[src/invaders_pkg.sv]
// Shared types, screen geometry and timing constants for the invaders game core
// Referenced by scoped name from every RTL module
package invaders_pkg;

  // Coordinate and colour types
  typedef logic [7:0] xcoord_t;
  typedef logic [6:0] ycoord_t;
  typedef logic [2:0] colour_t;
  typedef logic [2:0] obj_idx_t;  // 0 player, 1..3 aliens, 4 bullet

  // Frame loop states of the sequencer
  typedef enum logic [3:0] {
    s_idle,
    s_start,
    s_draw,
    s_draw_wait,
    s_wait_tick,
    s_erase,
    s_erase_wait,
    s_update,
    s_check,
    s_done
  } seq_state_t;

  // Screen size in pixels
  localparam int screen_w = 160;
  localparam int screen_h = 120;

  localparam int num_aliens  = 3;
  localparam int num_objects = num_aliens + 2;

  // Player sits near the bottom edge
  localparam xcoord_t player_start_x = 8'd68;
  localparam ycoord_t player_y       = ycoord_t'(screen_h - 9);

  // Alien lanes, each alien sweeps between its left border and left + lane width
  localparam ycoord_t alien_start_y              = 7'd15;
  localparam xcoord_t alien_left [num_aliens]    = '{8'd50, 8'd70, 8'd90};
  localparam xcoord_t alien_lane_w               = 8'd19;

  localparam ycoord_t bullet_start_y = player_y - 7'd1;  // One row above the player

  // RGB, one bit per channel
  localparam colour_t col_black  = 3'b000;
  localparam colour_t col_player = 3'b010;
  localparam colour_t col_alien  = 3'b100;
  localparam colour_t col_bullet = 3'b111;

  // Clock cycles per move tick, short so simulation stays quick
  localparam int frame_div = 64;
  typedef logic [$clog2(frame_div)-1:0] frame_cnt_t;

endpackage

[src/frame_timer.sv]
// Divides the clock into move ticks while a game runs
// The tick stays pending until the sequencer takes it, later ticks merge into it
module frame_timer (
  input  logic clk,
  input  logic rst,
  input  logic in_game,
  input  logic tick_take,
  output logic tick_pending
);

  invaders_pkg::frame_cnt_t cnt;
  logic                     wrap;

  assign wrap = (cnt == invaders_pkg::frame_cnt_t'(invaders_pkg::frame_div - 1));

  always_ff @(posedge clk or posedge rst) begin
    if (rst) begin
      cnt          <= '0;
      tick_pending <= 1'b0;
    end else if (!in_game) begin
      cnt          <= '0;  // Restart phase for the next game
      tick_pending <= 1'b0;
    end else begin
      cnt <= wrap ? '0 : cnt + 1'b1;
      if (wrap) begin
        tick_pending <= 1'b1;
      end else if (tick_take) begin
        tick_pending <= 1'b0;
      end
    end
  end

endmodule

[config.mk]
export PLATFORM = sky130hd
export DESIGN_NAME = frame_timer
export DESIGN_NICKNAME = d
export VERILOG_FILES = /design/src/invaders_pkg.sv /design/src/frame_timer.sv
export SDC_FILE = /design/constraint.sdc
export NUM_CORES = 1
export LEC_CHECK = 0
export BUFFER_PORTS_ARGS = -buffer_cell sky130_fd_sc_hd__buf_2
export CORE_AREA = 2 2 39 41
export CTS_CLUSTER_SIZE = 30
export DETAILED_ROUTE_END_ITERATION = 7
export DIE_AREA = 0 0 41 43
export GPL_TIMING_DRIVEN = 0
export PLACE_DENSITY = 0.35
export SLEW_MARGIN = 20
export SYNTH_ARGS = -nofsm -noshare
export SYNTH_HDL_FRONTEND = slang
export SYNTH_SLANG_ARGS = --single-unit
[constraint.sdc]
create_clock -name clk -period 3.39 [get_ports clk]
set_input_delay 0.678 -clock clk [delete_from_list [all_inputs] [get_ports clk]]
set_output_delay 0.678 -clock clk [all_outputs]
set_load 0.02 [all_outputs]
# Word-level counts from Yosys, hierarchy flattened
# Index checks and enable logic that the tools add are counted.
# word_totals
rom_bits	0
mem_bits_rw	0
out_inout_bits	1
memories	0
wordCells	10
latchBits	0
register_bits	7
# classes
eq_ne	2
n_bitwise	0
reduce_logical	0
order_cmp	0
n_shift	0
n_mux	5
n_div	0
mul	0
add_sub_neg	1
# op_table
operator	count
$mux 6	2
$add 6x1->6 const B	1
$eq 6x6->1 const B	1
$mux 1	3
$ne 3x1->1 const B	1

# Depth between registers and ports, before layout
# logic_depth
ltp_word	3
mapped_depth	4
depth_no_buf	4

# Least setup slack after synthesis
# No wires, ideal clock.
# synth_timing
path_type	flip-flop to output port
startpoint	register tick_pending
endpoint	output port tick_pending
stages_incl_launch_ff	1
t_arrival_ns	0.425
path_slack_ns	2.287
n_path_buf	0
required_ns	2.712
path_cell_list	dfrtp_1
# synth_lines
item	line	source
from (decl)	frame_timer.sv:8	output logic tick_pending
from (signal assigned)	frame_timer.sv:19	tick_pending <= 1'b0;
from (signal assigned)	frame_timer.sv:22	tick_pending <= 1'b0;
from (signal assigned)	frame_timer.sv:26	tick_pending <= 1'b1;
# No word-level cell between the ends.

# Worst setup path after layout
# layout_timing
startpoint	register tick_pending
endpoint	output port tick_pending
# No word-level cell between the ends.

==> qor.yml <==
timing:
  totalNegativeSetupSlack_ps: 0
  timing.clock.skew_ps: 0.596
  hold_viol: 0
  setup_viol_count_final: 0
  setup_ws_ps: 1930
  maxSlewHeadroom: 0.813
  rsz0062_at_grt: "no"
  tightestPinTransition_ps: 279
  timing.final.max_slew_violations: 0
  layout_worst_path_cycle_share: 0.432
  fmax_ghz: 0.684
  worst_hold_slack_ps: 341
  layout_min_cycle_time_ps: 1460
clock_network:
  cts.repair.resized: 0
  post_cts_buffers: 0
  worst_setup_hold_path_clk_slew_ps: 50
  clock_tree.htree_level_count: 1
  post_cts_hold_buffer_count: 0
  insertion_delay_ps: 250
  tritoncts: "yes"
  cts.root.buffer_cell: "sky130_fd_sc_hd__clkbuf_4"
  cts_max_path_buffers: 2
  cts_inserted_buffers: 3
  cts.sinks: 7
placement:
  pre_cts_slack_ps: 2170
  globalplace.congestion: 0.681
  io_buffers: 4
  dp_hpwl_um: 380
global_routing:
  grt_pass1_vias: 199
  first_pass_grt_wire_length_um: 841
  grt_use_total: 0.0792
  gr-total-overflow: 0
  grt_start_max_net_pins: 8
  initial_antenna_violation_count: 0
final_layout:
  fin_nets: 42
  layout.core_utilization: 0.270
  final_cell_mix: "sky130_fd_sc_hd__dfrtp_1, sky130_fd_sc_hd__and2_1, sky130_fd_sc_hd__buf_2"
  area_delta_synth_final_pct: 21.5
  antenna_cell_count: 0
  mostFrequentLayoutCell: "sky130_fd_sc_hd__dfrtp_1"
  drive_gt1_frac: 0.250
yosys:
  postSynthCellCount: 28
  synthesis.nets: 33
  ys_warn_count: 0
  synthesized_flop_and_latch_total: 7
  synth_area_um2: 308
  synth-seq-area-share: 0.569
  synth_cell_type_count: 15
  synth_area_per_cell_um2: 11.0
route:
  post_drt_via_cell_ratio: 3.98
  drt_iter0_drc: 1
  firstDrtPassIters: 3
  antenna_violating_nets_post_route: 0
  wire_per_inst_um: 10.2
  drc: 0
  total_wire_length_um: 530
  dr_total_vias: 207
critical_path:
  cp_top_family: "flip-flops"
  internal_reg_to_reg_setup_slack_ps: 2170
  end_kind: "primary output"
  critical_path_launch_point_type: "flop"
  worstSetupPathDepth: 1
  timing.critical_path.slowest_stage_cell: "sky130_fd_sc_hd__dfrtp_1"
  arr_time_crit_path_ps: 780
  timing.critical_path.buf_inv: 1
  max_stage_delay_ps: 370
  r2r_cells: 4
  crit_type: "flop to primary output"
  worstPathCellList: "buf_2"
  worst_ep_required_time_ps: 2710
  critical_path_peak_fanout: 2
pwr:
  ir_worst_vdd_uv: 222
  power.density_cell_area_mw_per_mm2: 469
  power.leakage_nw: 0.177
floorplanning:
  fp.dieArea_mm2: 0.00176
  placeableCoreArea_mm2: 0.00138
  std_cell_rows: 14
  die_h_um: 43
  initial_core_util: 0.222
  io_pins: 5
  die-width_um: 41
status:
  run_status: "finished, final reports clean"
worst_hold_path:
  type_of_the_most_critical_hold_path: "primary input to async pin"
job:
  cap_viol_max_count: 0
-- registers in the layout, indices dropped and copies added (netlist names) --
| signal | count |
|---|---|
| cnt | 6 |
| tick_pending | 1 |
-- path summary, 6_finish.rpt --
path                               from           end
hold reg to reg                  cnt[0]        cnt[0]
setup reg to reg                 cnt[0]        cnt[3]
min in group clk                 cnt[0]        cnt[0]
setup / recovery           tick_pending  tick_pending
max in group asynchronous           rst        cnt[2]
hold / removal                      rst  tick_pending
-- final cells by class --
cell class / count / area [µm²]
fill: 147 / 1010
timing repair buffer: 4 / 20.0
clock buffer: 4 / 26.3
inverter: 2 / 7.51
sequential: 7 / 175
multi-input combinational: 19 / 125
tap: 16 / 20.0
-- cell usage after synthesis, drive strengths merged --
cell / instances / area, µm²
dfrtp: 7 / 175
and2: 4 / 25.0
inv: 2 / 7.51
nand2: 2 / 7.51
nand3: 2 / 15.0
nor2: 2 / 7.51
o21ai: 2 / 10.0
xor2: 2 / 17.5
a21oi: 1 / 8.76
ha: 1 / 12.5
o22ai: 1 / 6.26
or3: 1 / 6.26
xnor2: 1 / 8.76
-- logic make-up after synthesis --
logic type | synth area share
compound gates | 0.0813
fa+ha+maj | 0.0406
flops | 0.569
xor+xnor | 0.0854
buf+inv | 0.0244
simple gates | 0.199
-- power by group --
part,switching (mW),internal [mW],leakage (nW)
clock network,0.0324,0.0450,0.0150
logic,0.00480,0.00401,0.0670
registers,0.00281,0.0865,0.0952
total,0.0400,0.136,0.177
-- per-stage QoR --
step	std cells	cell area, µm²	power, mW
6_report	52	374	0.176
5_1_grt	52	374	0.188
4_1_cts	52	374	0.180
3_5_place_dp	48	348	0.0997
3_3_place_gp	48	348	0.0994
2_1_floorplan	28	308	0.0958
-- layer usage --
metal	vias up	GRT usage	part of all wire	routed length, µm
met5	-	0	0	0
met4	0	0.100	0	0
met3	0	0.0314	0.047	25
met2	4	0.0781	0.46	243
met1	97	0.107	0.49	261
li1	106	-	-	-
Note: power is estimated with default switching activity, not from simulation.
