==> config.mk <==
export PLATFORM = sky130hd
export DESIGN_NAME = pixel_writer
export DESIGN_NICKNAME = d
export VERILOG_FILES = /design/src/invaders_pkg.sv /design/src/pixel_writer.sv
export SDC_FILE = /design/constraint.sdc
export NUM_CORES = 1
export LEC_CHECK = 0
export BUFFER_PORTS_ARGS = -buffer_cell sky130_fd_sc_hd__buf_4
export CAP_MARGIN = 0
export CORE_ASPECT_RATIO = 0.75
export CORE_UTILIZATION = 30
export DETAILED_ROUTE_END_ITERATION = 12
export GPL_TIMING_DRIVEN = 0
export HOLD_SLACK_MARGIN = 0.1
export PLACE_DENSITY = 0.58
export SLEW_MARGIN = 10
export SYNTH_ARGS = -nofsm -noshare
export SYNTH_HDL_FRONTEND = slang
export SYNTH_SLANG_ARGS = --single-unit
==> constraint.sdc <==
create_clock -name clk -period 2.9 [get_ports clk]
set_clock_uncertainty 0.05 [all_clocks]
set_input_delay 0.29 -clock clk [delete_from_list [all_inputs] [get_ports clk]]
set_output_delay 0.29 -clock clk [all_outputs]
set_load 0.02 [all_outputs]
==> src/invaders_pkg.sv <==
// Shared types, screen geometry and timing constants for the invaders game core
// Referenced by scoped name from every RTL module
package invaders_pkg;

  // Coordinate and colour types
  typedef logic [7:0] xcoord_t;
  typedef logic [6:0] ycoord_t;
  typedef logic [2:0] colour_t;
  typedef logic [2:0] obj_idx_t;  // 0 player, 1..3 aliens, 4 bullet

  // Frame loop states of the sequencer
  typedef enum logic [3:0] {
    s_idle,
    s_start,
    s_draw,
    s_draw_wait,
    s_wait_tick,
    s_erase,
    s_erase_wait,
    s_update,
    s_check,
    s_done
  } seq_state_t;

  // Screen size in pixels
  localparam int screen_w = 160;
  localparam int screen_h = 120;

  localparam int num_aliens  = 3;
  localparam int num_objects = num_aliens + 2;

  // Player sits near the bottom edge
  localparam xcoord_t player_start_x = 8'd68;
  localparam ycoord_t player_y       = ycoord_t'(screen_h - 9);

  // Alien lanes, each alien sweeps between its left border and left + lane width
  localparam ycoord_t alien_start_y              = 7'd15;
  localparam xcoord_t alien_left [num_aliens]    = '{8'd50, 8'd70, 8'd90};
  localparam xcoord_t alien_lane_w               = 8'd19;

  localparam ycoord_t bullet_start_y = player_y - 7'd1;  // One row above the player

  // RGB, one bit per channel
  localparam colour_t col_black  = 3'b000;
  localparam colour_t col_player = 3'b010;
  localparam colour_t col_alien  = 3'b100;
  localparam colour_t col_bullet = 3'b111;

  // Clock cycles per move tick, short so simulation stays quick
  localparam int frame_div = 64;
  typedef logic [$clog2(frame_div)-1:0] frame_cnt_t;

endpackage

==> src/pixel_writer.sv <==
// Turns one plot command into a four-phase req/ack write to the frame buffer
// plot_done pulses once ack has returned low
module pixel_writer (
  input  logic                  clk,
  input  logic                  rst,
  input  logic                  plot_start,
  input  invaders_pkg::xcoord_t plot_x,
  input  invaders_pkg::ycoord_t plot_y,
  input  invaders_pkg::colour_t plot_colour,
  input  logic                  fb_ack,
  output invaders_pkg::xcoord_t pix_x,
  output invaders_pkg::ycoord_t pix_y,
  output invaders_pkg::colour_t pix_colour,
  output logic                  pix_req,
  output logic                  plot_done
);

  typedef enum logic [1:0] {
    w_idle,
    w_request,
    w_release
  } wr_state_t;

  wr_state_t state;

  always_ff @(posedge clk or posedge rst) begin
    if (rst) begin
      state     <= w_idle;
      pix_req   <= 1'b0;
      plot_done <= 1'b0;
    end else begin
      plot_done <= 1'b0;
      case (state)
        w_idle: begin
          if (plot_start) begin
            pix_req <= 1'b1;
            state   <= w_request;
          end
        end
        w_request: begin
          if (fb_ack) begin
            pix_req <= 1'b0;
            state   <= w_release;
          end
        end
        w_release: begin
          if (!fb_ack) begin
            plot_done <= 1'b1;  // Handshake fully closed
            state     <= w_idle;
          end
        end
        default: state <= w_idle;
      endcase
    end
  end

  // Pixel data held stable for the whole handshake
  always_ff @(posedge clk) begin
    if (state == w_idle && plot_start) begin
      pix_x      <= plot_x;
      pix_y      <= plot_y;
      pix_colour <= plot_colour;
    end
  end

endmodule

======== Word level (Yosys, flattened, before mapping) ========
Index checks and enable logic that the tools add are counted.
word-level totals
  register bits after elaboration ......... 22
  input bits .............................. 22
  output and inout port bits .............. 20
  logic and storage cells ................. 25
operators by class
  equal/unequal tests ..................... 5
  multiplexer cells ....................... 9
  reduce and logical (&&, ||, !) cells .... 5
operator list
  operator              count
  $mux W2               3
  $ne A2 B2 Y1 const B  3
  $pmux W2 S3           1
  $reduce_and A3 Y1     2
  $mux W1               4
  $eq A2 B1 Y1 const B  1
  $eq A2 B2 Y1 const B  1
  $logic_not A2 Y1      1
  $pmux W1 S2           1
  $reduce_bool A2 Y1    1
  $logic_and A1 B1 Y1   1

======== Longest topological paths before layout ========
  depth after elaboration ................. 3
  gate-level depth with buffers ........... 3
  depth with buffers taken out ............ 3

======== Least setup slack after synthesis ========
Ideal clock, no wire load.
  kind .................................... reg2reg
  start point ............................. register state[1]
  end point ............................... register pix_colour[0] (enable)
  library setup time ...................... 420 ps
  arrival ................................. 1822 ps
  required time ........................... 2430 ps
  slack ................................... 609 ps
  stages on the path, launching flop included .. 2
  path buffers ............................ 0
  clock period less this slack ............ 2291 ps
  path through ............................ dfrtp_1 -> nor3b_1
on the way
  longest elaborated chain between the ends .. 2
RTL lines
  element                   line                source
  start: declaration        pixel_writer.sv:24  wr_state_t state;
  start signal: assignment  pixel_writer.sv:28  state <= w_idle;
  start signal: assignment  pixel_writer.sv:37  state <= w_request;
  start signal: assignment  pixel_writer.sv:43  state <= w_release;
  $logic_not A2 Y1          pixel_writer.sv:59  if (state == w_idle && plot_start) begin
  $logic_and A1 B1 Y1       pixel_writer.sv:59
  end signal: assignment    pixel_writer.sv:62  pix_colour <= plot_colour;
  end: declaration          pixel_writer.sv:13  output invaders_pkg::colour_t pix_colour,
Every way passes these cells.
A chain may end at the register's enable or synchronous reset.

======== Worst setup path in the final report ========
Ends and elaborated chain as after synthesis.

==> impl_metrics.ini <==
[status]
status = complete, but fails checks
violations = DRC

[yosys]
synth_cells = 34
synth_warnings = 0
synth.cell_area_um2 = 706
syn_area_per_cell_um2 = 20.8
synth_seq_cells = 22
yosysSeqAreaShare_pct = 90.8
synth_fp_nets = 56
synth.distinct_cells = 10

[pwr]
p_leak_nw = 0.565
ir_drop_mv = 0.493
power.density_mw_per_mm2 = 761
power_w = 0.000999

[floorplan]
dieWidth_um = 58.0
dieArea_mm2 = 0.00255
die_h_um = 44
core_area_mm2 = 0.00210
io_pins = 42
initial_core_util_pct = 33.6
row_count = 14

[cells_and_area]
final_cell_mix = 41 x buf_4, 20 x dlygate4sd3_1, 18 x edfxtp_1
design_area_mm2 = 0.00131
fin_util_pct = 62.4
n_antenna_cell = 0
fillerInstances = 163
area_growth_pct = 86.0
layout-drive-gt1-share_pct = 47.0
regArea_um2 = 641
nets = 123
layout_commonest_cell = buf_4
stdcell_count = 124
multiInputGateArea_um2 = 58.8

[sta]
finalCritPeriodShare_pct = 53.9
drv_slew = 0
clock.fmax_mhz = 639
setup_viol = 0
hold_viol = 0
period_minus_slack_ns = 1.56
rsz0062_at_grt = false
max_slew_margin_pct = 60.6
tns_ns = 0
tightest_slew_ns = 0.588

[clock_tree]
ctsResizeCount = 0
clk_latency_ns = 0.29
cts.path.max_buffers = 2
cts-root-buf = clkbuf_4
cts_buffers = 3
cts_tree = done
clock_sinks = 22
clkTransAtPathRegs_ns = 0.12
cts_max_level = 1

[route]
firstDrtPassIters = 9
vias_per_cell = 4.22
via_count = 523
post_drt_wl_per_cell_um = 11.8
route.detailed.drc = 1
drtIter0Drc = 12
drt-total-wl_mm = 1.47
ant_nets = 0

[run]
drv_cap = 0

[placement]
dpl_cell_area_mm2 = 0.00106
gp_congestion = 0.619
placed_cells = 100
port_buffers = 41

[setup_path]
critical_path_class = reg -> reg
required_ns = 2.88
cp_max_fo = 12
arrival_ns = 1.54
start_kind = register
endpoint_kind = register

[worst_hold_path]
hold_class = in -> reg

[grt]
track_usage_pct = 12.7
grt_pass1_vias = 511
antenna_found_initial = 0
overflow = 0
grt_max_degree = 14
grt_pass1_wl_mm = 2.32
[cell families after synthesis]
family                 after synthesis  synth area share (%)
AO/OA/AOI/OAI                        3                  2.13
multiplexers                         1                  1.42
XOR/XNOR                             1                  1.24
AND/OR/NAND/NOR                      4                  2.84
flip-flops                          22                  90.8
buffers and inverters                3                  1.60
[final cells by class]
type	count	area share, %
sequential	22	48.8
timing repair buffer	62	39.6
multi-input combinational	9	4.48
clock inverter	1	2.29
tap	24	2.29
clock buffer	3	1.72
inverter	3	0.858
[cell usage after synthesis, drive strengths merged]
library cell,n,area [um2]
inv,3,11.3
mux2i,1,10.0
xnor2,1,8.76
nor2,2,7.51
nor3,1,5.00
dfrtp,4,100
nor3b,1,7.51
a21oi,1,5.00
edfxtp,18,541
o21ai,2,10.0
[metal layers]
| metal | part of all wire (%) | wire (um) | global-route usage, % | vias up |
|---|---|---|---|---|
| met5 | 0 | 0 | 0 | - |
| met4 | 0 | 0 | 1.43 | 0 |
| met3 | 5.5 | 80 | 5.37 | 0 |
| met2 | 51 | 750 | 20.9 | 19 |
| met1 | 43 | 636 | 16.4 | 250 |
| li1 | - | - | - | 254 |
[worst max-delay path, stage by stage, from the launching register on]
cell	delay (ns)
dfrtp_1	0.45
nor3b_2	0.54
buf_6	0.24
[through the flow]
| step | hold WS (ns) | setup slack, ns |
|---|---|---|
| CTS | 0.102 | 1.29 |
| detailed placement | 0.137 | 1.31 |
| global placement | 0.141 | 0.0728 |
| floorplan | 0.00608 | 0.609 |
| global route | 0.231 | 1.23 |
| finish | 0.206 | 1.34 |
[power by group]
part / switching (W) / internal [W] / total, W
Clock: 0.0000870 / 0.000140 / 0.000227
Combinational: 0.000155 / 0.000139 / 0.000294
Sequential: 0.0000421 / 0.000436 / 0.000478
Total: 0.000284 / 0.000715 / 0.000999
[path summary, 6_finish.rpt]
check	slack, ns	cells after the start	end	from
worst max-delay path	1.34	2	pix_colour[0]$_DFFE_PP_	state[1]$_DFFE_PP0P_
worst min register to register	0.50	1	state[0]$_DFFE_PP0P_	state[1]$_DFFE_PP0P_
max in group asynchronous	2.29	3	pix_req$_DFFE_PP0P_	rst
min in group asynchronous	0.36	3	state[0]$_DFFE_PP0P_	rst
worst min-delay path	0.21	3	state[0]$_DFFE_PP0P_	plot_start
worst max register to register	1.34	2	pix_colour[0]$_DFFE_PP_	state[1]$_DFFE_PP0P_
[repair_timing]
action / 4_1_cts / 5_1_grt
hold buffers: 19 / 1
endpoints found under the setup margin: 0 / 0
setup buffers: 0 / 0
endpoints found under the hold margin: 22 / 1
[flip-flops by register name, indices dropped and copies added (netlist names)]
signal	cells
pix_x	8
pix_y	7
pix_req	1
state	2
pix_colour	3
plot_done	1
Power figures use the tool's default switching activity.
