==> config.mk <==
export PLATFORM = sky130hd
export DESIGN_NAME = game_sequencer
export DESIGN_NICKNAME = d
export VERILOG_FILES = /design/src/invaders_pkg.sv /design/src/game_sequencer.sv
export SDC_FILE = /design/constraint.sdc
export NUM_CORES = 1
export LEC_CHECK = 0
export BUFFER_PORTS_ARGS = -buffer_cell sky130_fd_sc_hd__buf_2
export CORE_MARGIN = 8
export CORE_UTILIZATION = 43
export CTS_BUF_LIST = sky130_fd_sc_hd__clkbuf_8
export DETAILED_ROUTE_END_ITERATION = 7
export PLACE_DENSITY = 0.79
export SKIP_LAST_GASP = 1
export SLEW_MARGIN = 40
export SYNTH_ARGS = -nofsm -noshare
export SYNTH_HDL_FRONTEND = slang
export SYNTH_SLANG_ARGS = --single-unit
==> constraint.sdc <==
create_clock -name clk -period 2.04 [get_ports clk]
set_input_delay 0.204 -clock clk [delete_from_list [all_inputs] [get_ports clk]]
set_output_delay 0.204 -clock clk [all_outputs]
set_load 0.01 [all_outputs]
==> src/invaders_pkg.sv <==
// Shared types, screen geometry and timing constants for the invaders game core
// Referenced by scoped name from every RTL module
package invaders_pkg;

  // Coordinate and colour types
  typedef logic [7:0] xcoord_t;
  typedef logic [6:0] ycoord_t;
  typedef logic [2:0] colour_t;
  typedef logic [2:0] obj_idx_t;  // 0 player, 1..3 aliens, 4 bullet

  // Frame loop states of the sequencer
  typedef enum logic [3:0] {
    s_idle,
    s_start,
    s_draw,
    s_draw_wait,
    s_wait_tick,
    s_erase,
    s_erase_wait,
    s_update,
    s_check,
    s_done
  } seq_state_t;

  // Screen size in pixels
  localparam int screen_w = 160;
  localparam int screen_h = 120;

  localparam int num_aliens  = 3;
  localparam int num_objects = num_aliens + 2;

  // Player sits near the bottom edge
  localparam xcoord_t player_start_x = 8'd68;
  localparam ycoord_t player_y       = ycoord_t'(screen_h - 9);

  // Alien lanes, each alien sweeps between its left border and left + lane width
  localparam ycoord_t alien_start_y              = 7'd15;
  localparam xcoord_t alien_left [num_aliens]    = '{8'd50, 8'd70, 8'd90};
  localparam xcoord_t alien_lane_w               = 8'd19;

  localparam ycoord_t bullet_start_y = player_y - 7'd1;  // One row above the player

  // RGB, one bit per channel
  localparam colour_t col_black  = 3'b000;
  localparam colour_t col_player = 3'b010;
  localparam colour_t col_alien  = 3'b100;
  localparam colour_t col_bullet = 3'b111;

  // Clock cycles per move tick, short so simulation stays quick
  localparam int frame_div = 64;
  typedef logic [$clog2(frame_div)-1:0] frame_cnt_t;

endpackage

==> src/game_sequencer.sv <==
// Frame loop FSM: draw all objects, wait for a tick, erase, move, check hits
// Also owns the alien alive flags and the win/lose status
module game_sequencer (
  input  logic                  clk,
  input  logic                  rst,
  input  logic                  go,
  input  logic                  tick_pending,
  input  logic                  plot_done,
  input  logic                  bullet_flying,
  input  invaders_pkg::xcoord_t player_x,
  input  invaders_pkg::xcoord_t alien_x [invaders_pkg::num_aliens],
  input  invaders_pkg::xcoord_t bullet_x,
  input  invaders_pkg::ycoord_t alien_y [invaders_pkg::num_aliens],
  input  invaders_pkg::ycoord_t bullet_y,
  output logic                  tick_take,
  output logic                  update_en,
  output logic                  restart,
  output logic                  bullet_stop,
  output logic                  plot_start,
  output invaders_pkg::xcoord_t plot_x,
  output invaders_pkg::ycoord_t plot_y,
  output invaders_pkg::colour_t plot_colour,
  output logic                  in_game,
  output logic                  won,
  output logic                  lost
);

  invaders_pkg::seq_state_t state;
  invaders_pkg::obj_idx_t   obj_idx;
  invaders_pkg::colour_t    draw_colour;

  logic [invaders_pkg::num_aliens-1:0] alive;
  logic [invaders_pkg::num_aliens-1:0] hit_vec;
  logic [invaders_pkg::num_aliens-1:0] alive_next;
  logic                                reached;
  logic                                last_obj;

  assign last_obj = (obj_idx == invaders_pkg::obj_idx_t'(invaders_pkg::num_objects - 1));

  // Bullet against live aliens, lowest index wins
  always_comb begin
    hit_vec = '0;
    for (int i = 0; i < invaders_pkg::num_aliens; i++) begin
      if (hit_vec == '0 && bullet_flying && alive[i] &&
          bullet_x == alien_x[i] && bullet_y == alien_y[i]) begin
        hit_vec[i] = 1'b1;
      end
    end
  end

  assign alive_next = alive & ~hit_vec;

  // Any survivor down on the player's row
  always_comb begin
    reached = 1'b0;
    for (int i = 0; i < invaders_pkg::num_aliens; i++) begin
      if (alive_next[i] && alien_y[i] >= invaders_pkg::player_y) begin
        reached = 1'b1;
      end
    end
  end

  always_ff @(posedge clk or posedge rst) begin
    if (rst) begin
      state   <= invaders_pkg::s_idle;
      obj_idx <= '0;
      alive   <= '0;
      won     <= 1'b0;
      lost    <= 1'b0;
    end else begin
      case (state)
        invaders_pkg::s_idle, invaders_pkg::s_done: begin
          if (go) begin
            won   <= 1'b0;
            lost  <= 1'b0;
            state <= invaders_pkg::s_start;
          end
        end
        invaders_pkg::s_start: begin
          alive   <= '1;
          obj_idx <= '0;
          state   <= invaders_pkg::s_draw;
        end
        invaders_pkg::s_draw: state <= invaders_pkg::s_draw_wait;
        invaders_pkg::s_draw_wait: begin
          if (plot_done) begin
            obj_idx <= last_obj ? '0 : obj_idx + 1'b1;
            state   <= last_obj ? invaders_pkg::s_wait_tick : invaders_pkg::s_draw;
          end
        end
        invaders_pkg::s_wait_tick: begin
          if (tick_pending) state <= invaders_pkg::s_erase;
        end
        invaders_pkg::s_erase: state <= invaders_pkg::s_erase_wait;
        invaders_pkg::s_erase_wait: begin
          if (plot_done) begin
            obj_idx <= last_obj ? '0 : obj_idx + 1'b1;
            state   <= last_obj ? invaders_pkg::s_update : invaders_pkg::s_erase;
          end
        end
        invaders_pkg::s_update: state <= invaders_pkg::s_check;  // Positions settle here
        invaders_pkg::s_check: begin
          alive <= alive_next;
          if (alive_next == '0) begin
            won   <= 1'b1;
            state <= invaders_pkg::s_done;
          end else if (reached) begin
            lost  <= 1'b1;
            state <= invaders_pkg::s_done;
          end else begin
            state <= invaders_pkg::s_draw;
          end
        end
        default: state <= invaders_pkg::s_idle;
      endcase
    end
  end

  // Position and draw colour of the current object
  always_comb begin
    plot_x      = bullet_x;
    plot_y      = bullet_y;
    draw_colour = bullet_flying ? invaders_pkg::col_bullet : invaders_pkg::col_black;
    if (obj_idx == '0) begin
      plot_x      = player_x;
      plot_y      = invaders_pkg::player_y;
      draw_colour = invaders_pkg::col_player;
    end
    for (int i = 0; i < invaders_pkg::num_aliens; i++) begin
      if (obj_idx == invaders_pkg::obj_idx_t'(i + 1)) begin
        plot_x      = alien_x[i];
        plot_y      = alien_y[i];
        draw_colour = alive[i] ? invaders_pkg::col_alien : invaders_pkg::col_black;
      end
    end
  end

  assign plot_colour = (state == invaders_pkg::s_erase) ? invaders_pkg::col_black : draw_colour;

  assign plot_start  = (state == invaders_pkg::s_draw) || (state == invaders_pkg::s_erase);
  assign tick_take   = (state == invaders_pkg::s_wait_tick) && tick_pending;
  assign update_en   = (state == invaders_pkg::s_update);
  assign restart     = (state == invaders_pkg::s_start);
  assign bullet_stop = (state == invaders_pkg::s_check) && (hit_vec != '0);
  assign in_game     = (state != invaders_pkg::s_idle) && (state != invaders_pkg::s_done);

endmodule

## After elaboration in Yosys (flattened, before gate mapping)

Index checks and enable logic that the tools add are counted.

- Add/subtract/negate cells: 1
- $lt $le $gt $ge: 3
- Equality and inequality tests: 28
- Muxes and demuxes: 42
- Bitwise operators: 3
- Reduce and logical (&&, ||, !) cells: 33

Operators by type and width:

| kind | number |
|---|---|
| 2-to-1 mux 3 bit | 12 |
| one-hot mux 4 bit (9 select lines) | 1 |
| 2-to-1 mux 8 bit | 4 |
| 2-to-1 mux 7 bit | 4 |
| equality test 8 bit | 3 |
| 2-to-1 mux 4 bit | 6 |
| equality test 7 bit | 3 |
| >= comparator 7 bit (second input constant) | 3 |
| logical AND 1 bit | 17 |
| equality test 4 x 3 -> 1 bit (second input constant) | 4 |
| != test 2 bit (second input constant) | 7 |
| one-hot mux 3 bit (2 select lines) | 2 |
| 2-to-1 mux 1 bit | 10 |
| equality test 4 x 2 -> 1 bit (second input constant) | 2 |
| equality test 4 bit (second input constant) | 2 |
| AND reduction 4 bit | 2 |
| equality test 3 x 2 -> 1 bit (second input constant) | 2 |
| zero test 3 bit | 2 |
| nonzero test 2 bit | 3 |
| equality test 4 x 1 -> 1 bit (second input constant) | 1 |
| zero test 4 bit | 1 |
| != test 4 bit (second input constant) | 1 |
| one-hot mux 1 bit (2 select lines) | 2 |
| nonzero test 4 bit | 1 |
| 14 further kinds | 15 |

- Flip-flop bits (word level): 12
- Bits of input ports: 74
- Logic and storage cells: 115

## Logic depth before layout (Yosys ltp)

- Depth after elaboration: 25
- Mapped depth: 8
- Mapped depth without buffers: 7

## Worst setup path after synthesis

No wires, ideal clock.

- Path type: reg-to-output
- Start: register obj_idx[2]
- End: output port plot_colour[2]
- Arrival time: 1.971 ns
- Required time: 1.836 ns
- Setup slack: -0.135 ns
- Cell stages (with the launch flop): 8
- Buffers on the path: 3
- Path through: dfrtp_1 > inv_1 > clkbuf_1 > ha_1 > clkbuf_1 > clkbuf_1 > a21oi_1 > nor3_1

- Word-level cells in the longest chain between the ends: 6

RTL lines:

| what | line | text |
|---|---|---|
| start, declared | game_sequencer.sv:29 | `invaders_pkg::obj_idx_t obj_idx;` |
| start signal, assigned | game_sequencer.sv:87 | `obj_idx <= last_obj ? '0 : obj_idx + 1'b1;` |
| start signal, assigned | game_sequencer.sv:97 | `obj_idx <= last_obj ? '0 : obj_idx + 1'b1;` |
| zero test 3 bit | game_sequencer.sv:124 | `if (obj_idx == '0) begin` |
| 2-to-1 mux 3 bit | game_sequencer.sv:124 |  |
| 2-to-1 mux 3 bit (2 in a row) | game_sequencer.sv:130 | `if (obj_idx == invaders_pkg::obj_idx_t'(i + 1)) begin` |
| 2-to-1 mux 3 bit (*) | game_sequencer.sv:130 |  |
| 2-to-1 mux 3 bit (*) | game_sequencer.sv:138 | `assign plot_colour = (state == invaders_pkg::s_erase) ? invaders_pkg::col_black : draw_colour;` |
| end, declared | game_sequencer.sv:22 | `output invaders_pkg::colour_t plot_colour,` |

Mark *: on every way between the ends. The rest lies on a longest branch, timed or not.

## Worst setup path after layout

- Start: register obj_idx[1]
- End: output port plot_colour[2]

Same word-level chain as after synthesis.

==> metrics.yaml <==
detailed_routing:
  drt_iter0_drc: 180
  drc: 1
  avgRoutedWirePerCell_um: 17.94
  vias: 2795
  drt_first_pass_iters: 8
  totalWireLength_um: 8269
  ant_nets: 0
  vias_per_cell: 6.063
worst_setup_path:
  cp_slowest_cell: "dfrtp_1"
  cp-start-kind: "flip-flop"
  reg2reg_slack_ns: 0.08
  cp_data_required_time_ns: 1.84
  critPathKind: "flip-flop to primary output"
  path_cells: "buf_4 -> ha_2 -> ha_2 -> or2_4 -> a221oi_2 -> nor3_1 -> buf_2"
  cp.arrival_ns: 1.89
  cpMostUsedCell: "ha_2"
  slowest_delay_ns: 0.41
  crit_path_end_kind: "primary output"
  cp_max_fo: 3
place:
  portBuffers: 99
  pre_cts_slack_ns: -0.1964
  globalplace.congestion: 0.9415
  dpl.hpwl_um: 6360
logic_synthesis:
  ys_seq_area_share_pct: 14.84
  synth_nets: 356
  synthesis.instances: 277
  ys_ff_latch: 12
  synth_ff_type: "dfrtp_1"
  netlist_area_mm2: 0.002023
  synth_edf_count: 0
  async_flop_share_pct: 100.0
  ys_top_cells_by_count: "xor2_1 (34), nand2_1 (32), o21ai_0 (31), nor2_1 (22)"
  yosysMostFrequentCell: "xor2_1"
  synth_top_area_share_pct: 14.84
  yosys_warnings: 0
  synth.distinct_cells: 49
  synth.largest_area_cell: "dfrtp_1"
  synth.avg_cell_area_um2: 7.304
  synthTopCellsByArea: "dfrtp_1 (15%), xor2_1 (15%), o21ai_0 (7.7%)"
clocking:
  clk_pin_slew_ns: 0.06
  numCtsBuffers: 3
  cts_buffer_depth: 2
  cts_sinks: 12
  htreeDepth: 1
  tritoncts: "yes"
  clk_latency_ns: 0.25
  cts-root-buf: "clkbuf_8"
hold_path:
  min_path_type: "primary input to flip-flop"
final_layout:
  drive_above_1_share_pct: 44.72
  nFillCells: 404
  fin_nets: 487
  syn_to_final_growth_pct: 52.38
  n_antenna_cell: 0
timing:
  fin_ws_ns: -0.05302
  period_minus_slack_ns: 2.093
  finalCritPeriodShare_pct: 102.6
  worst_slew_pin_slew_ns: 0.4761
  relSlewSlack_pct: 68.23
  hold_viol: 0
  setup_viol: 14
  finClkSkew_ns: 0.002422
  rsz0062_at_grt: "yes"
  maxSlewViolCount: 0
  fmax_ghz: 0.4778
die:
  die_area_mm2: 0.007156
  core_mm2: 0.004629
  initial_core_util_pct: 43.70
  die_y_um: 84.60
  io_pins: 100
  die_x_um: 84.60
  rows: 25
outcome:
  violations: "design-rule violations, negative setup slack"
  status: "finished with violations"
grt:
  grt_first_pass_wirelength_um: 13250
  grt_pass1_vias: 2861
  overflow: 0
  use_met3_pct: 5.073
  antenna_found_initial: 0
  grt_max_degree: 29
  grt-busiest-layer: "met2"
  grt_usage_pct: 22.07
  globalRouteMet2Util_pct: 41.16
  grtUsageMet1_pct: 23.27
pwr:
  vdd_drop_max_mv: 0.7894
  power.leakage_uw: 0.001401
  p_per_area_mw_per_mm2: 1041
  total_power_uw: 3209
flow_run:
  maxCapViolCount: 0
stage by stage:
stage	hold slack (ns)	setup TNS, ns	area [um2]	util (%)	cells
2_1_floorplan	0.06870	0	2026	-	277
3_3_place_gp	0.2361	-0.3863	2774	59.92	449
3_5_place_dp	0.2421	-0.7290	2774	59.92	449
4_1_cts	0.3155	-0.2534	3018	65.19	459
5_1_grt	0.3555	-1.527	3083	66.59	461
6_report	0.3200	-0.3218	3083	66.59	461
layer usage:
| metal | share of wire, % | routed length, um |
|---|---|---|
| met1 | 37 | 3030 |
| met2 | 51 | 4194 |
| met3 | 9.8 | 807 |
| met4 | 2.9 | 237 |
| met5 | 0 | 0 |
power breakdown:
part,internal (uW),total (uW),leakage [uW],switching [uW]
Combinational,1250,2560,0.00122,1310
Clock,171,266,0.0000288,94.9
Sequential,313,384,0.000153,71.7
Total,1730,3210,0.00140,1480
final timing paths:
kind	start	end	depth (start not counted)
hold / removal	go	won	4
max in group asynchronous	rst	obj_idx[0]	3
hold reg to reg	lost	lost	2
setup / recovery	obj_idx[1]	plot_colour[2]	7
setup reg to reg	alive[1]	state[0]	8
min in group asynchronous	rst	state[2]	3
worst max-delay path: cells and delay by family (launching register included):
kind	cells	cell delay, ns
adders and majority gates	2	0.38
AOI/OAI and AO/OA	1	0.20
DFF	1	0.41
and+or+nand+nor	2	0.35
buffers and inverters	2	0.31
kinds of logic after synthesis:
family | Yosys count | share of synthesized area (%)
muxes | 5 | 2.783
buffers and inverters | 18 | 3.339
and+or+nand+nor | 105 | 26.84
DFF | 12 | 14.84
xor gates and xnor gates | 46 | 19.91
adders and majority gates | 5 | 3.092
AOI/OAI and AO/OA | 86 | 29.19
cells in the final DEF (no fill, tap or decap), drive strengths merged, types with 3 or more instances in the layout:
cell,instances
buf,137
xor2,34
nand2,32
o21ai,32
nor2,23
xnor2,12
dfrtp,12
a21oi,11
nor4,10
a22o,8
a221o,8
nand3,7
o22ai,7
nor2b,7
nand4,6
inv,6
nor3,5
mux2,5
ha,5
clkbuf,4
a41oi,3
a221oi,3
or2,3
repair_timing:
item,4_1_cts,5_1_grt
cloned,2,0
hold buffers,1,0
gates resized for setup,55,15
endpoints found under the hold margin,12,0
setup endpoints to repair,19,20
buffers inserted,4,2
pin swaps,16,10
layout make-up:
| type | count | area [um2] | share of cell area [%] |
|---|---|---|---|
| multi-input cells | 247 | 1794 | 58.20 |
| repair buffers | 138 | 842.1 | 27.31 |
| flip-flops and latches | 12 | 301.5 | 9.781 |
| well taps | 54 | 67.56 | 2.192 |
| clock buffers | 4 | 55.05 | 1.786 |
| inverters | 6 | 22.52 | 0.7305 |
sequential cells by signal, indices dropped and copies added, names as in the netlist:
register and cells:
obj_idx 3, state 4, alive 3, lost 1
won 1
(Power assumes the default switching activity.)
