### config.mk
export PLATFORM = sky130hd
export DESIGN_NAME = button_sync
export DESIGN_NICKNAME = d
export VERILOG_FILES = /design/src/button_sync.sv
export SDC_FILE = /design/constraint.sdc
export NUM_CORES = 1
export LEC_CHECK = 0
export BUFFER_PORTS_ARGS = -buffer_cell sky130_fd_sc_hd__buf_2
export CAP_MARGIN = 10
export CORE_AREA = 5 5 42 44
export CTS_BUF_LIST = sky130_fd_sc_hd__clkbuf_8 sky130_fd_sc_hd__clkbuf_16
export DETAILED_ROUTE_END_ITERATION = 7
export DIE_AREA = 0 0 47 49
export PLACE_DENSITY_LB_ADDON = 0.1
export SYNTH_ARGS = -nofsm -noshare
export SYNTH_HDL_FRONTEND = slang
export SYNTH_SLANG_ARGS = --single-unit
### constraint.sdc
create_clock -name clk -period 0.82 [get_ports clk]
set_input_delay 0.123 -clock clk [delete_from_list [all_inputs] [get_ports clk]]
set_output_delay 0.123 -clock clk [all_outputs]
set_load 0.01 [all_outputs]
### src/button_sync.sv
// Brings the three game buttons into the clock domain
// A fire press is held as pending until the motion logic launches the bullet
module button_sync (
  input  logic clk,
  input  logic rst,
  input  logic btn_left,
  input  logic btn_right,
  input  logic btn_fire,
  input  logic fire_taken,
  output logic move_left,
  output logic move_right,
  output logic fire_pending
);

  // Bit 0 left, bit 1 right, bit 2 fire
  logic [2:0] sync_1;
  logic [2:0] sync_2;
  logic       fire_d;  // Previous synchronized fire level
  logic       fire_rise;

  assign fire_rise = sync_2[2] && !fire_d;

  always_ff @(posedge clk or posedge rst) begin
    if (rst) begin
      sync_1 <= '0;
      sync_2 <= '0;
      fire_d <= 1'b0;
    end else begin
      sync_1 <= {btn_fire, btn_right, btn_left};
      sync_2 <= sync_1;
      fire_d <= sync_2[2];
    end
  end

  // A new press wins over a take in the same cycle
  always_ff @(posedge clk or posedge rst) begin
    if (rst) begin
      fire_pending <= 1'b0;
    end else if (fire_rise) begin
      fire_pending <= 1'b1;
    end else if (fire_taken) begin
      fire_pending <= 1'b0;
    end
  end

  assign move_left  = sync_2[0];
  assign move_right = sync_2[1];

endmodule

# Word level (Yosys, flattened, before mapping)
# Index checks and enable logic that the tools add are counted.
[totals] rom_bits=0 elab_cells=9 output_inout_bits=3 regBits=8 input_bits=6 latch_bits=0 memories=0 ramBits=0
[classes] n_mul=0 n_eq_ne=0 magnitude_cmp=0 muxes=2 bitwise=0 div_mod_pow=0 shift=0 n_addsub=0 reduce_logical=3
[op_table] operator="1-bit two-way mux" n=2
[op_table] operator="2-bit nonzero test" n=1
[op_table] operator="1-bit logical AND" n=1
[op_table] operator="1-bit logical NOT" n=1

# Longest topological paths before layout
# Gate-level depths: netlist (run 1).
[depth] ltp_word=3 mapped_depth=2

# Worst setup path before layout (run 1)
# Ideal clock, no wire load.
[synth_timing] path_type="reg-to-reg" start="reg, netlist name fire_pending" end="reg fire_pending" t_required_ps=696 arrival_ps=508 setup_slack_ps=189 path_stages_with_launch=3 path_buffers=0 setup_time_ps=124 cell_sequence="dfrtp_1 inv_1 o22ai_2"
[synth_rtl] item="end signal, assigned" line_no="38" text="fire_pending <= 1'b0;"
[synth_rtl] item="end signal, assigned" line_no="40" text="fire_pending <= 1'b1;"
[synth_rtl] item="end signal, assigned" line_no="42" text="fire_pending <= 1'b0;"
[synth_rtl] item="end, declared" line_no="12" text="output logic fire_pending"

# Final worst setup path (run 1)
[layout_timing] start="reg fire_pending" end="out fire_pending"
# No word-level cell between the ends.

==> summary.log, run 1 <==
INFO  worst_hold_path hold_path_depth=2
INFO  clock_tree     clock_pin_slew_on_the_worst_setup_and_hold_paths=40ps
INFO  timing         worst_pin_slew=280ps
INFO  drt            drt_iter0_markers=2
INFO  floorplan      overall_die_area=2300µm²
INFO  setup_path     timing.critical_path.fanout_max=2
INFO  yosys          synth.net_count=18
INFO  yosys          synth_enable_flop_cells=0
INFO  finish         fillCellCount=153
INFO  timing         timing.final.max_slew_violations=0
INFO  yosys          most_common_cell_in_the_netlist=sky130_fd_sc_hd__dfrtp_1
INFO  setup_path     r2r_slack=200ps
INFO  clock_tree     tritoncts=yes
INFO  drt            finalWirelength=299µm
INFO  yosys          synth-warning-count=0
INFO  drt            routed_wire_length_per_instance=6.95µm
INFO  timing         setup_viol=1
INFO  timing         final_worst_setup_slack=-21.2ps
INFO  pwr            max-vdd-ir-drop=1040µV
INFO  placement      placed_cells=36
INFO  setup_path     timing.critical_path.slowest_cell_delay=360ps
INFO  grt            first_global_vias=130
INFO  pwr            leakage=0.183nW
INFO  setup_path     timing.critical_path.from_type=flop
INFO  yosys          netlist_top_cells_count=sky130_fd_sc_hd__dfrtp_1 (8), sky130_fd_sc_hd__inv_1 (3), sky130_fd_sc_hd__o22ai_2 (1)
INFO  floorplan      die_h=49µm
INFO  clock_tree     clock_tree.htree_level_count=1
INFO  yosys          synthDominantAreaCellType=sky130_fd_sc_hd__dfrtp_1
INFO  setup_path     timing.rr.start=sync_2[2]
INFO  setup_path     required=700ps
INFO  yosys          synth_area_per_cell=18.7µm²
INFO  floorplan      num_rows=14
INFO  finish         ff_latch_area=200µm²
INFO  finish         layout.nets=35
INFO  timing         finalWorstPathRequiredPeriod=841ps
INFO  drt            detailedRoute.firstPassIterationCount=2
INFO  pwr            total_power=0.920mW
INFO  clock_tree     setup_repair_bufs_after_cts=0
INFO  finish         antenna_cells_inserted=0
INFO  setup_path     setup.worst_path.end_class=primary output
INFO  setup_path     crit_path_top_delay_cell=sky130_fd_sc_hd__dfrtp_1
INFO  job            drv.max_cap_violation_count=0
INFO  finish         drive_gt1_share=44.4%
INFO  finish         multiInputGateArea=12.5µm²
INFO  setup_path     r2r.worst_path.cells=2
INFO  timing         slew_headroom=81.3%
INFO  worst_hold_path holdPathEnd=fire_pending
INFO  floorplan      core_area=1400µm²
INFO  setup_path     critPathArrivalTime=720ps
INFO  yosys          syn_inst=12
INFO  grt            grt_overflow=0
INFO  drt            final_antenna_net_count=0
INFO  timing         finalCritPeriodShare=103%
INFO  grt            antenna_found_initial=0
INFO  drt            route.vias.total=132
INFO  timing         report.final.hold_viol_count=0
INFO  clock_tree     numCtsBuffers=3
INFO  setup_path     cell_class_contributing_the_biggest_share_of_worst_path_delay=flip-flops
INFO  pwr            power_per_cell_area=2520nW/µm²
INFO  clock_tree     clock_sink_count=8
INFO  drt            vias_per_cell=3.07
INFO  floorplan      initial_core_utilization=16.0%
INFO  yosys          synth_cell_types=3
INFO  finish         area.growth.synth_to_final=63.1%
INFO  setup_path     endpoint_of_the_worst_slack_reg_to_reg_timing_path=fire_pending
INFO  yosys          synth_sequential_area_ratio=89.4%
INFO  worst_hold_path worstHoldStart=fire_taken
INFO  timing         setup_tns=-21.2ps
INFO  grt            maximum_number_of_pins_on_one_net_before_global_route_repair=9
INFO  setup_path     worstPathCellList=buf_2
INFO  placement      io_buffers=8
INFO  clock_tree     cts_root_buf=sky130_fd_sc_hd__clkbuf_8
INFO  finish         finalNonFillerCells=43
INFO  drt            remaining_drc_errors=0
INFO  setup_path     criticalPathCategory=flop to primary output
INFO  run_status     violations_in_the_final_reports=negative setup slack
INFO  yosys          synth.top_cells.by_area=sky130_fd_sc_hd__dfrtp_1 (89%), sky130_fd_sc_hd__o22ai_2 (5.6%), sky130_fd_sc_hd__inv_1 (5.0%)
INFO  yosys          post-synth-top-area-fraction=89.4%
INFO  setup_path     cp.buffers_inverters=1
INFO  clock_tree     clk_latency=220ps
INFO  timing         rsz0062_at_grt=true
INFO  floorplan      io-pin-count=9
INFO  timing         highest_clock_rate=1.19GHz
INFO  clock_tree     cts-root-to-sink-buffers=2
INFO  yosys          number_of_synthesized_register_bits=8
INFO  run_status     status=finished with violations
INFO  yosys          synthFlopType=sky130_fd_sc_hd__dfrtp_1
INFO  floorplan      die-width=47µm
INFO  placement      globalplace.congestion=0.547
INFO  grt            first_pass_grt_wire_length=572µm
INFO  timing         fin_worst_skew=0.0935ps
INFO  yosys          postSynth.asyncResetShare=100%
INFO  placement      hpwl_dp=239µm
INFO  worst_hold_path min-delay-path-class=input port to flop
INFO  grt            grtUsageTotal=4.56%
INFO  yosys          mappedNetlistArea=224µm²
INFO  clock_tree     gates_resized_cts_repair=0
[worst max-delay path by stage]
stage,from,end,slack (ps),cells after the start
after CTS,fire_pending,fire_pending,-30,1
after global placement,sync_2[2],fire_pending,200,2
final,fire_pending,fire_pending,-20,1
after floorplan,fire_pending,fire_pending,190,2
after detailed placement,sync_2[2],fire_pending,200,2
after global routing,fire_pending,fire_pending,-60,1
[state kept, by name, indices dropped and copies added, names as in the netlist]
name,count
fire_pending,1
sync_1,3
sync_2,3
fire_d,1
[power by group]
group	internal, mW	switching, mW
clock network	0.315	0.124
registers	0.419	0.00636
logic	0.0322	0.0237
total	0.766	0.154
[routing by layer]
metal	vias up	GRT usage, %	wire (µm)
met1	59	4.09	123
met5	-	0	0
met4	0	6.91	9
met3	2	5.54	34
met2	6	3.62	131
li1	65	-	-
[timing repair]
action                                 CTS  global route
hold buffers                             1             3
endpoints found under the hold margin    8             3
setup endpoints to repair                3             3
[per-stage QoR]
| step | instance area (µm²) | setup slack [ps] | util [%] | hold slack (ps) |
|---|---|---|---|---|
| 2_1_floorplan | 224 | 189 | - | -61.3 |
| 3_3_place_gp | 284 | 203 | 20.3 | 72.3 |
| 3_5_place_dp | 284 | 202 | 20.3 | 71.1 |
| 4_1_cts | 335 | -34.6 | 23.9 | 2.17 |
| 5_1_grt | 365 | -57.8 | 26.1 | 81.1 |
| 6_report | 365 | -21.2 | 26.1 | 92.6 |
[final cells by class]
class / count / share of cell area [%]
sequential: 8 / 54.8
timing repair buffer: 12 / 21.9
multi-input combinational: 1 / 3.42
tap: 16 / 5.48
inverter: 3 / 3.08
clock buffer: 3 / 11.3
[cells by family (layout without fill, tap and decap cells)]
kind of cell           after synthesis  in the layout  synth area share, %
buffers and inverters                3             18                 5.03
DFF                                  8              8                 89.4
AOI/OAI and AO/OA                    1              1                 5.59
[placed cells by master (no fill, tap or decap), drive strengths merged]
cell         Yosys  final
dlygate4sd3      0      4
buf              0      8
inv              3      3
clkbuf           0      3
dfrtp            8      8
o22ai            1      1
(Power assumes the default switching activity.)
==> run 2, diff against run 1 <==
--- a/config.mk
+++ b/config.mk
@@ -12,6 +12,7 @@
 export DETAILED_ROUTE_END_ITERATION = 7
 export DIE_AREA = 0 0 47 49
 export PLACE_DENSITY_LB_ADDON = 0.1
+export SETUP_SLACK_MARGIN = 0.2
 export SYNTH_ARGS = -nofsm -noshare
 export SYNTH_HDL_FRONTEND = slang
 export SYNTH_SLANG_ARGS = --single-unit
==> summary.log, run 2 (synthesized netlist as in run 1, its figures left out) <==
INFO  timing         setup_tns=-21.2ps
INFO  run_status     violations_in_the_final_reports=negative hold slack, negative setup slack
INFO  drt            finalWirelength=314µm
INFO  grt            first_pass_grt_wire_length=572µm
INFO  timing         fin_worst_skew=0.0945ps
INFO  drt            remaining_drc_errors=0
INFO  setup_path     cp.buffers_inverters=1
INFO  drt            routed_wire_length_per_instance=7.85µm
INFO  timing         worst_pin_slew=281ps
INFO  grt            grt_overflow=0
INFO  setup_path     cell_class_contributing_the_biggest_share_of_worst_path_delay=flip-flops
INFO  drt            final_antenna_net_count=0
INFO  placement      globalplace.congestion=0.547
INFO  timing         highest_clock_rate=1.19GHz
INFO  clock_tree     gates_resized_cts_repair=0
INFO  clock_tree     clock_tree.htree_level_count=1
INFO  setup_path     required=700ps
INFO  clock_tree     cts_root_buf=sky130_fd_sc_hd__clkbuf_8
INFO  setup_path     crit_path_top_delay_cell=sky130_fd_sc_hd__dfrtp_1
INFO  placement      io_buffers=8
INFO  timing         final_worst_setup_slack=-21.2ps
INFO  finish         ff_latch_area=200µm²
INFO  timing         rsz0062_at_grt=true
INFO  drt            vias_per_cell=2.98
INFO  floorplan      initial_core_utilization=16.0%
INFO  drt            route.top_layer_used=met4
INFO  timing         slew_headroom=81.2%
INFO  setup_path     timing.rr.start=sync_2[2]
INFO  timing         report.final.hold_viol_count=8
INFO  pwr            max-vdd-ir-drop=1040µV
INFO  finish         layout.nets=32
INFO  drt            wl_met3=27µm
INFO  floorplan      die-width=47µm
INFO  drt            route.vias.total=119
INFO  floorplan      num_rows=14
INFO  floorplan      die_h=49µm
INFO  pwr            leakage=0.171nW
INFO  run_status     status=finished with violations
INFO  timing         timing.final.max_slew_violations=0
INFO  grt            maximum_number_of_pins_on_one_net_before_global_route_repair=9
INFO  setup_path     r2r.worst_path.cells=2
INFO  setup_path     endpoint_of_the_worst_slack_reg_to_reg_timing_path=fire_pending
INFO  grt            antenna_found_initial=0
INFO  setup_path     r2r_slack=190ps
INFO  placement      hpwl_dp=239µm
INFO  timing         finalCritPeriodShare=103%
INFO  clock_tree     numCtsBuffers=3
INFO  finish         area.growth.synth_to_final=48.6%
INFO  clock_tree     tritoncts=yes
INFO  grt            grtUsageTotal=4.56%
INFO  setup_path     worstPathCellList=buf_2
INFO  drt            drt_iter0_markers=2
INFO  floorplan      core_area=1400µm²
INFO  timing         hold_slack=-169ps
INFO  clock_tree     clock_sink_count=8
INFO  setup_path     critical_path.startpoint=fire_pending
INFO  clock_tree     cts-root-to-sink-buffers=2
INFO  setup_path     timing.critical_path.from_type=flop
INFO  drt            wirelength_met1=142µm
INFO  worst_hold_path min-delay-path-class=input port to asynchronous set/reset pin
INFO  timing         setup_viol=1
INFO  setup_path     criticalPathCategory=flop to primary output
INFO  finish         registers_with_the_most_flip_flops=sync_1: 3 flops, sync_2: 3 flops
INFO  pwr            power_per_cell_area=2740nW/µm²
INFO  drt            detailroute.wirelength.met2=135µm
INFO  clock_tree     clk_latency=220ps
INFO  timing         finalWorstPathRequiredPeriod=841ps
INFO  floorplan      io-pin-count=9
INFO  job            drv.max_cap_violation_count=0
INFO  setup_path     setup.worst_path.end_class=primary output
INFO  setup_path     timing.critical_path.fanout_max=2
INFO  finish         final_cell_mix=sky130_fd_sc_hd__dfrtp_1 (8), sky130_fd_sc_hd__buf_2 (8), sky130_fd_sc_hd__inv_1 (3), sky130_fd_sc_hd__clkbuf_8 (3)
INFO  clock_tree     clock_pin_slew_on_the_worst_setup_and_hold_paths=40ps
INFO  placement      pre_cts_ws=202ps
INFO  finish         drive_gt1_share=54.2%
INFO  setup_path     critPathArrivalTime=720ps
INFO  setup_path     timing.critical_path.slowest_cell_delay=360ps
INFO  finish         fillCellCount=154
INFO  floorplan      overall_die_area=2300µm²
INFO  finish         multiInputGateArea=12.5µm²
INFO  finish         antenna_cells_inserted=0
INFO  drt            detailedRoute.firstPassIterationCount=2
INFO  grt            first_global_vias=123
run 2: cell types whose count changed in the layout (fill, tap and decap cells not counted):
| cell | before | now |
|---|---|---|
| sky130_fd_sc_hd__dlygate4sd3_1 | 4 | 0 |
| sky130_fd_sc_hd__buf_4 | 0 | 1 |
run 2: layer usage:
| metal | vias to the layer above | GRT usage, % |
|---|---|---|
| met3 | 2 | 5.54 |
| met1 | 52 | 4.09 |
| met4 | 0 | 6.91 |
| met2 | 6 | 3.62 |
| met5 | - | 0 |
| li1 | 59 | - |
run 2: how the worst max path moves through the flow:
stage	slack, ps	endpoint	depth (start not counted)
2_1_floorplan	190	fire_pending	2
3_3_place_gp	200	fire_pending	2
3_5_place_dp	200	fire_pending	2
4_1_cts	-30	fire_pending	1
5_1_grt	-60	fire_pending	1
6_report	-20	fire_pending	1
run 2: cell type report:
class | count | share of cell area [%]
Clock buffer | 3 | 12.4
Timing Repair Buffer | 9 | 14.3
Inverter | 3 | 3.38
Sequential cell | 8 | 60.2
Tap cell | 16 | 6.02
Multi-Input combinational cell | 1 | 3.76
run 2: repair_timing:
item | in CTS | in global routing
gates cloned | 0 | 0
setup buffers | 0 | 1
endpoints found under the hold margin | 8 | 11
pin swaps | 1 | 1
setup endpoints to repair | 4 | 4
run 2: power breakdown:
group          internal, mW  switching (mW)
combinational        0.0228          0.0227
sequential            0.419         0.00664
clock                 0.315           0.124
total                 0.757           0.153
run 2: metrics by stage:
step           power [mW]  instances  utilization, %  cell area, µm²
3_3_place_gp        0.473         36            20.3             284
2_1_floorplan       0.450         12               -             224
3_5_place_dp        0.474         36            20.3             284
6_report            0.910         40            23.8             333
4_1_cts             0.929         39            23.2             325
5_1_grt             0.974         40            23.8             333
==> run 3, diff against run 2 <==
--- a/config.mk
+++ b/config.mk
@@ -5,6 +5,7 @@
 export SDC_FILE = /design/constraint.sdc
 export NUM_CORES = 1
 export LEC_CHECK = 0
+export ABC_AREA = 1
 export BUFFER_PORTS_ARGS = -buffer_cell sky130_fd_sc_hd__buf_2
 export CAP_MARGIN = 10
 export CORE_AREA = 5 5 42 44
==> summary.log, run 3 <==
INFO  setup_path     r2r_slack=230ps
INFO  floorplan      io-pin-count=9
INFO  yosys          most_common_cell_in_the_netlist=sky130_fd_sc_hd__dfrtp_1
INFO  finish         final_cell_mix=sky130_fd_sc_hd__dfrtp_1 (8), sky130_fd_sc_hd__buf_2 (8), sky130_fd_sc_hd__inv_1 (3), sky130_fd_sc_hd__nand2_1 (3), sky130_fd_sc_hd__clkbuf_8 (3)
INFO  yosys          synth_sequential_area_ratio=89.9%
INFO  worst_hold_path min-delay-path-class=input port to asynchronous set/reset pin
INFO  setup_path     cp.buffers_inverters=1
INFO  drt            drt_iter0_markers=2
INFO  finish         finalNonFillerCells=41
INFO  pwr            comb_power_share=4.2%
INFO  yosys          syn_inst=14
INFO  yosys          synth.top_cells.by_area=sky130_fd_sc_hd__dfrtp_1 (90%), sky130_fd_sc_hd__inv_1 (5.1%), sky130_fd_sc_hd__nand2_1 (5.1%)
INFO  placement      globalplace.congestion=0.562
INFO  yosys          netlist_top_cells_count=sky130_fd_sc_hd__dfrtp_1 (8), sky130_fd_sc_hd__inv_1 (3), sky130_fd_sc_hd__nand2_1 (3)
INFO  finish         layout.nets=33
INFO  drt            detailedRoute.firstPassIterationCount=2
INFO  clock_tree     gates_resized_cts_repair=0
INFO  finish         antenna_cells_inserted=0
INFO  clock_tree     clock_tree.htree_level_count=1
INFO  grt            first_pass_grt_wire_length=524µm
INFO  run_status     violations_in_the_final_reports=negative hold slack, negative setup slack
INFO  timing         worst_pin_slew=299ps
INFO  grt            grtUsageTotal=3.76%
INFO  clock_tree     clock_sink_count=8
INFO  setup_path     r2r.worst_path.cells=2
INFO  timing         timing.final.max_slew_violations=0
INFO  floorplan      overall_die_area=2300µm²
INFO  pwr            share_of_total_power_in_sequential_cells=46.2%
INFO  finish         layout.cell_area.non_filler=324µm²
INFO  placement      postPlaceCellArea=283µm²
INFO  floorplan      die-width=47µm
INFO  pwr            clock_power_share=49.5%
INFO  placement      io_buffers=8
INFO  clock_tree     clock_pin_slew_on_the_worst_setup_and_hold_paths=40ps
INFO  yosys          mappedNetlistArea=223µm²
INFO  timing         setup_viol=2
INFO  yosys          synth_cell_types=3
INFO  floorplan      die_h=49µm
INFO  yosys          postSynth.asyncResetShare=100%
INFO  drt            route.vias.total=122
INFO  run_status     status=finished with violations
INFO  pwr            total_power=0.919mW
INFO  setup_path     timing.critical_path.from_type=flop
INFO  finish         finish.utilization=23.1%
INFO  placement      hpwl_dp=250µm
INFO  pwr            netSwitchingFraction=18.1%
INFO  yosys          synth_enable_flop_cells=0
INFO  yosys          synthDominantAreaCellType=sky130_fd_sc_hd__dfrtp_1
INFO  setup_path     criticalPathCategory=flop to primary output
INFO  job            drv.max_cap_violation_count=0
INFO  clock_tree     cts_root_buf=sky130_fd_sc_hd__clkbuf_8
INFO  grt            grt_overflow=0
INFO  clock_tree     tritoncts=yes
INFO  timing         setup_tns=-28.9ps
INFO  drt            finalWirelength=323µm
INFO  setup_path     timing.critical_path.slowest_cell_delay=370ps
INFO  setup_path     worstPathCellList=buf_2
INFO  setup_path     endpoint_of_the_worst_slack_reg_to_reg_timing_path=fire_pending
INFO  timing         report.final.hold_viol_count=8
INFO  timing         rsz0062_at_grt=true
INFO  drt            remaining_drc_errors=0
INFO  pwr            power_per_cell_area=2830nW/µm²
INFO  timing         hold_slack=-166ps
INFO  pwr            cell_internal_pwr=0.753mW
INFO  timing         fin_worst_skew=0.174ps
INFO  setup_path     timing.critical_path.fanout_max=2
INFO  finish         drive_gt1_share=44.0%
INFO  grt            maximum_number_of_pins_on_one_net_before_global_route_repair=9
INFO  yosys          synth-warning-count=0
INFO  finish         area.growth.synth_to_final=45.5%
INFO  timing         final_worst_setup_slack=-28.7ps
INFO  yosys          synth.net_count=20
INFO  yosys          post-synth-top-area-fraction=89.9%
INFO  timing         finalCritPeriodShare=103%
INFO  floorplan      num_rows=14
INFO  grt            first_global_vias=148
INFO  finish         fillCellCount=158
INFO  finish         registers_with_the_most_flip_flops=sync_1: 3 flops, sync_2: 3 flops
INFO  setup_path     cell_class_contributing_the_biggest_share_of_worst_path_delay=flip-flops
INFO  clock_tree     numCtsBuffers=3
INFO  timing         slew_headroom=80.0%
INFO  setup_path     timing.rr.start=sync_2[2]
INFO  timing         highest_clock_rate=1.18GHz
INFO  setup_path     setup.worst_path.end_class=primary output
INFO  floorplan      initial_core_utilization=15.9%
INFO  setup_path     crit_path_top_delay_cell=sky130_fd_sc_hd__dfrtp_1
INFO  drt            final_antenna_net_count=0
INFO  floorplan      core_area=1400µm²
INFO  yosys          synth_area_per_cell=15.9µm²
INFO  pwr            p_switching=0.166mW
INFO  pwr            max-vdd-ir-drop=750µV
INFO  clock_tree     cts-root-to-sink-buffers=2
INFO  drt            vias_per_cell=2.98
INFO  grt            antenna_found_initial=0
INFO  yosys          number_of_synthesized_register_bits=8
INFO  clock_tree     setup_repair_bufs_after_cts=0
INFO  yosys          synthFlopType=sky130_fd_sc_hd__dfrtp_1
INFO  placement      placed_cells=38
INFO  clock_tree     clk_latency=220ps
INFO  setup_path     required=700ps
INFO  timing         finalWorstPathRequiredPeriod=849ps
INFO  pwr            leakage=0.172nW
INFO  setup_path     critPathArrivalTime=730ps
INFO  drt            routed_wire_length_per_instance=7.88µm
-- run 3: layer usage --
metal / global-route usage [%] / up-vias / wire [µm]
met5: 0 / - / 0
met1: 4.29 / 54 / 159
met3: 3.32 / 0 / 40
met4: 5.53 / 0 / 0
li1: - / 61 / -
met2: 2.94 / 7 / 123
-- run 3: cell families (layout without fill, tap and decap cells) --
group	Yosys count	in the layout	share of synthesized area [%]
DFF	8	8	89.9
and+or+nand+nor	3	3	5.06
buffers and inverters	3	14	5.06
-- run 3: how the worst max path moves through the flow --
stage / depth (start not counted) / to / slack (ps) / startpoint
finish: 1 / fire_pending / -30 / fire_pending
global route: 1 / fire_pending / -50 / fire_pending
CTS: 1 / fire_pending / -40 / fire_pending
detailed placement: 1 / fire_pending / 200 / fire_pending
global placement: 1 / fire_pending / 210 / fire_pending
floorplan: 2 / fire_pending / 200 / fire_pending
-- run 3: metrics by stage --
stage / hold slack, ps / setup slack [ps]
5_1_grt: -135 / -54.7
4_1_cts: -158 / -39.3
2_1_floorplan: -61.3 / 201
3_5_place_dp: 80.3 / 203
6_report: -166 / -28.7
3_3_place_gp: 69.9 / 214
-- run 3: cell type report --
type | instances | area [µm²] | share of cell area [%]
clock buffers | 3 | 41.3 | 12.7
well taps | 16 | 20.0 | 6.18
repair buffers | 8 | 40.0 | 12.4
inverters | 3 | 11.3 | 3.47
flip-flops and latches | 8 | 200 | 61.8
multi-input cells | 3 | 11.3 | 3.47
-- run 3: what timing repair did --
action | 4_1_cts | 5_1_grt
hold endpoints to repair | 9 | 8
pin swaps | 0 | 1
setup endpoints to repair | 3 | 4
-- run 3: power groups by stage --
stage / Combinational (mW) / Sequential (mW) / Clock, mW
after floorplan: 0.0116 / 0.435 / 0
after global placement: 0.0395 / 0.429 / 0
after detailed placement: 0.0401 / 0.430 / 0
after CTS: 0.0402 / 0.425 / 0.469
after global routing: 0.0442 / 0.427 / 0.488
final: 0.0390 / 0.425 / 0.455
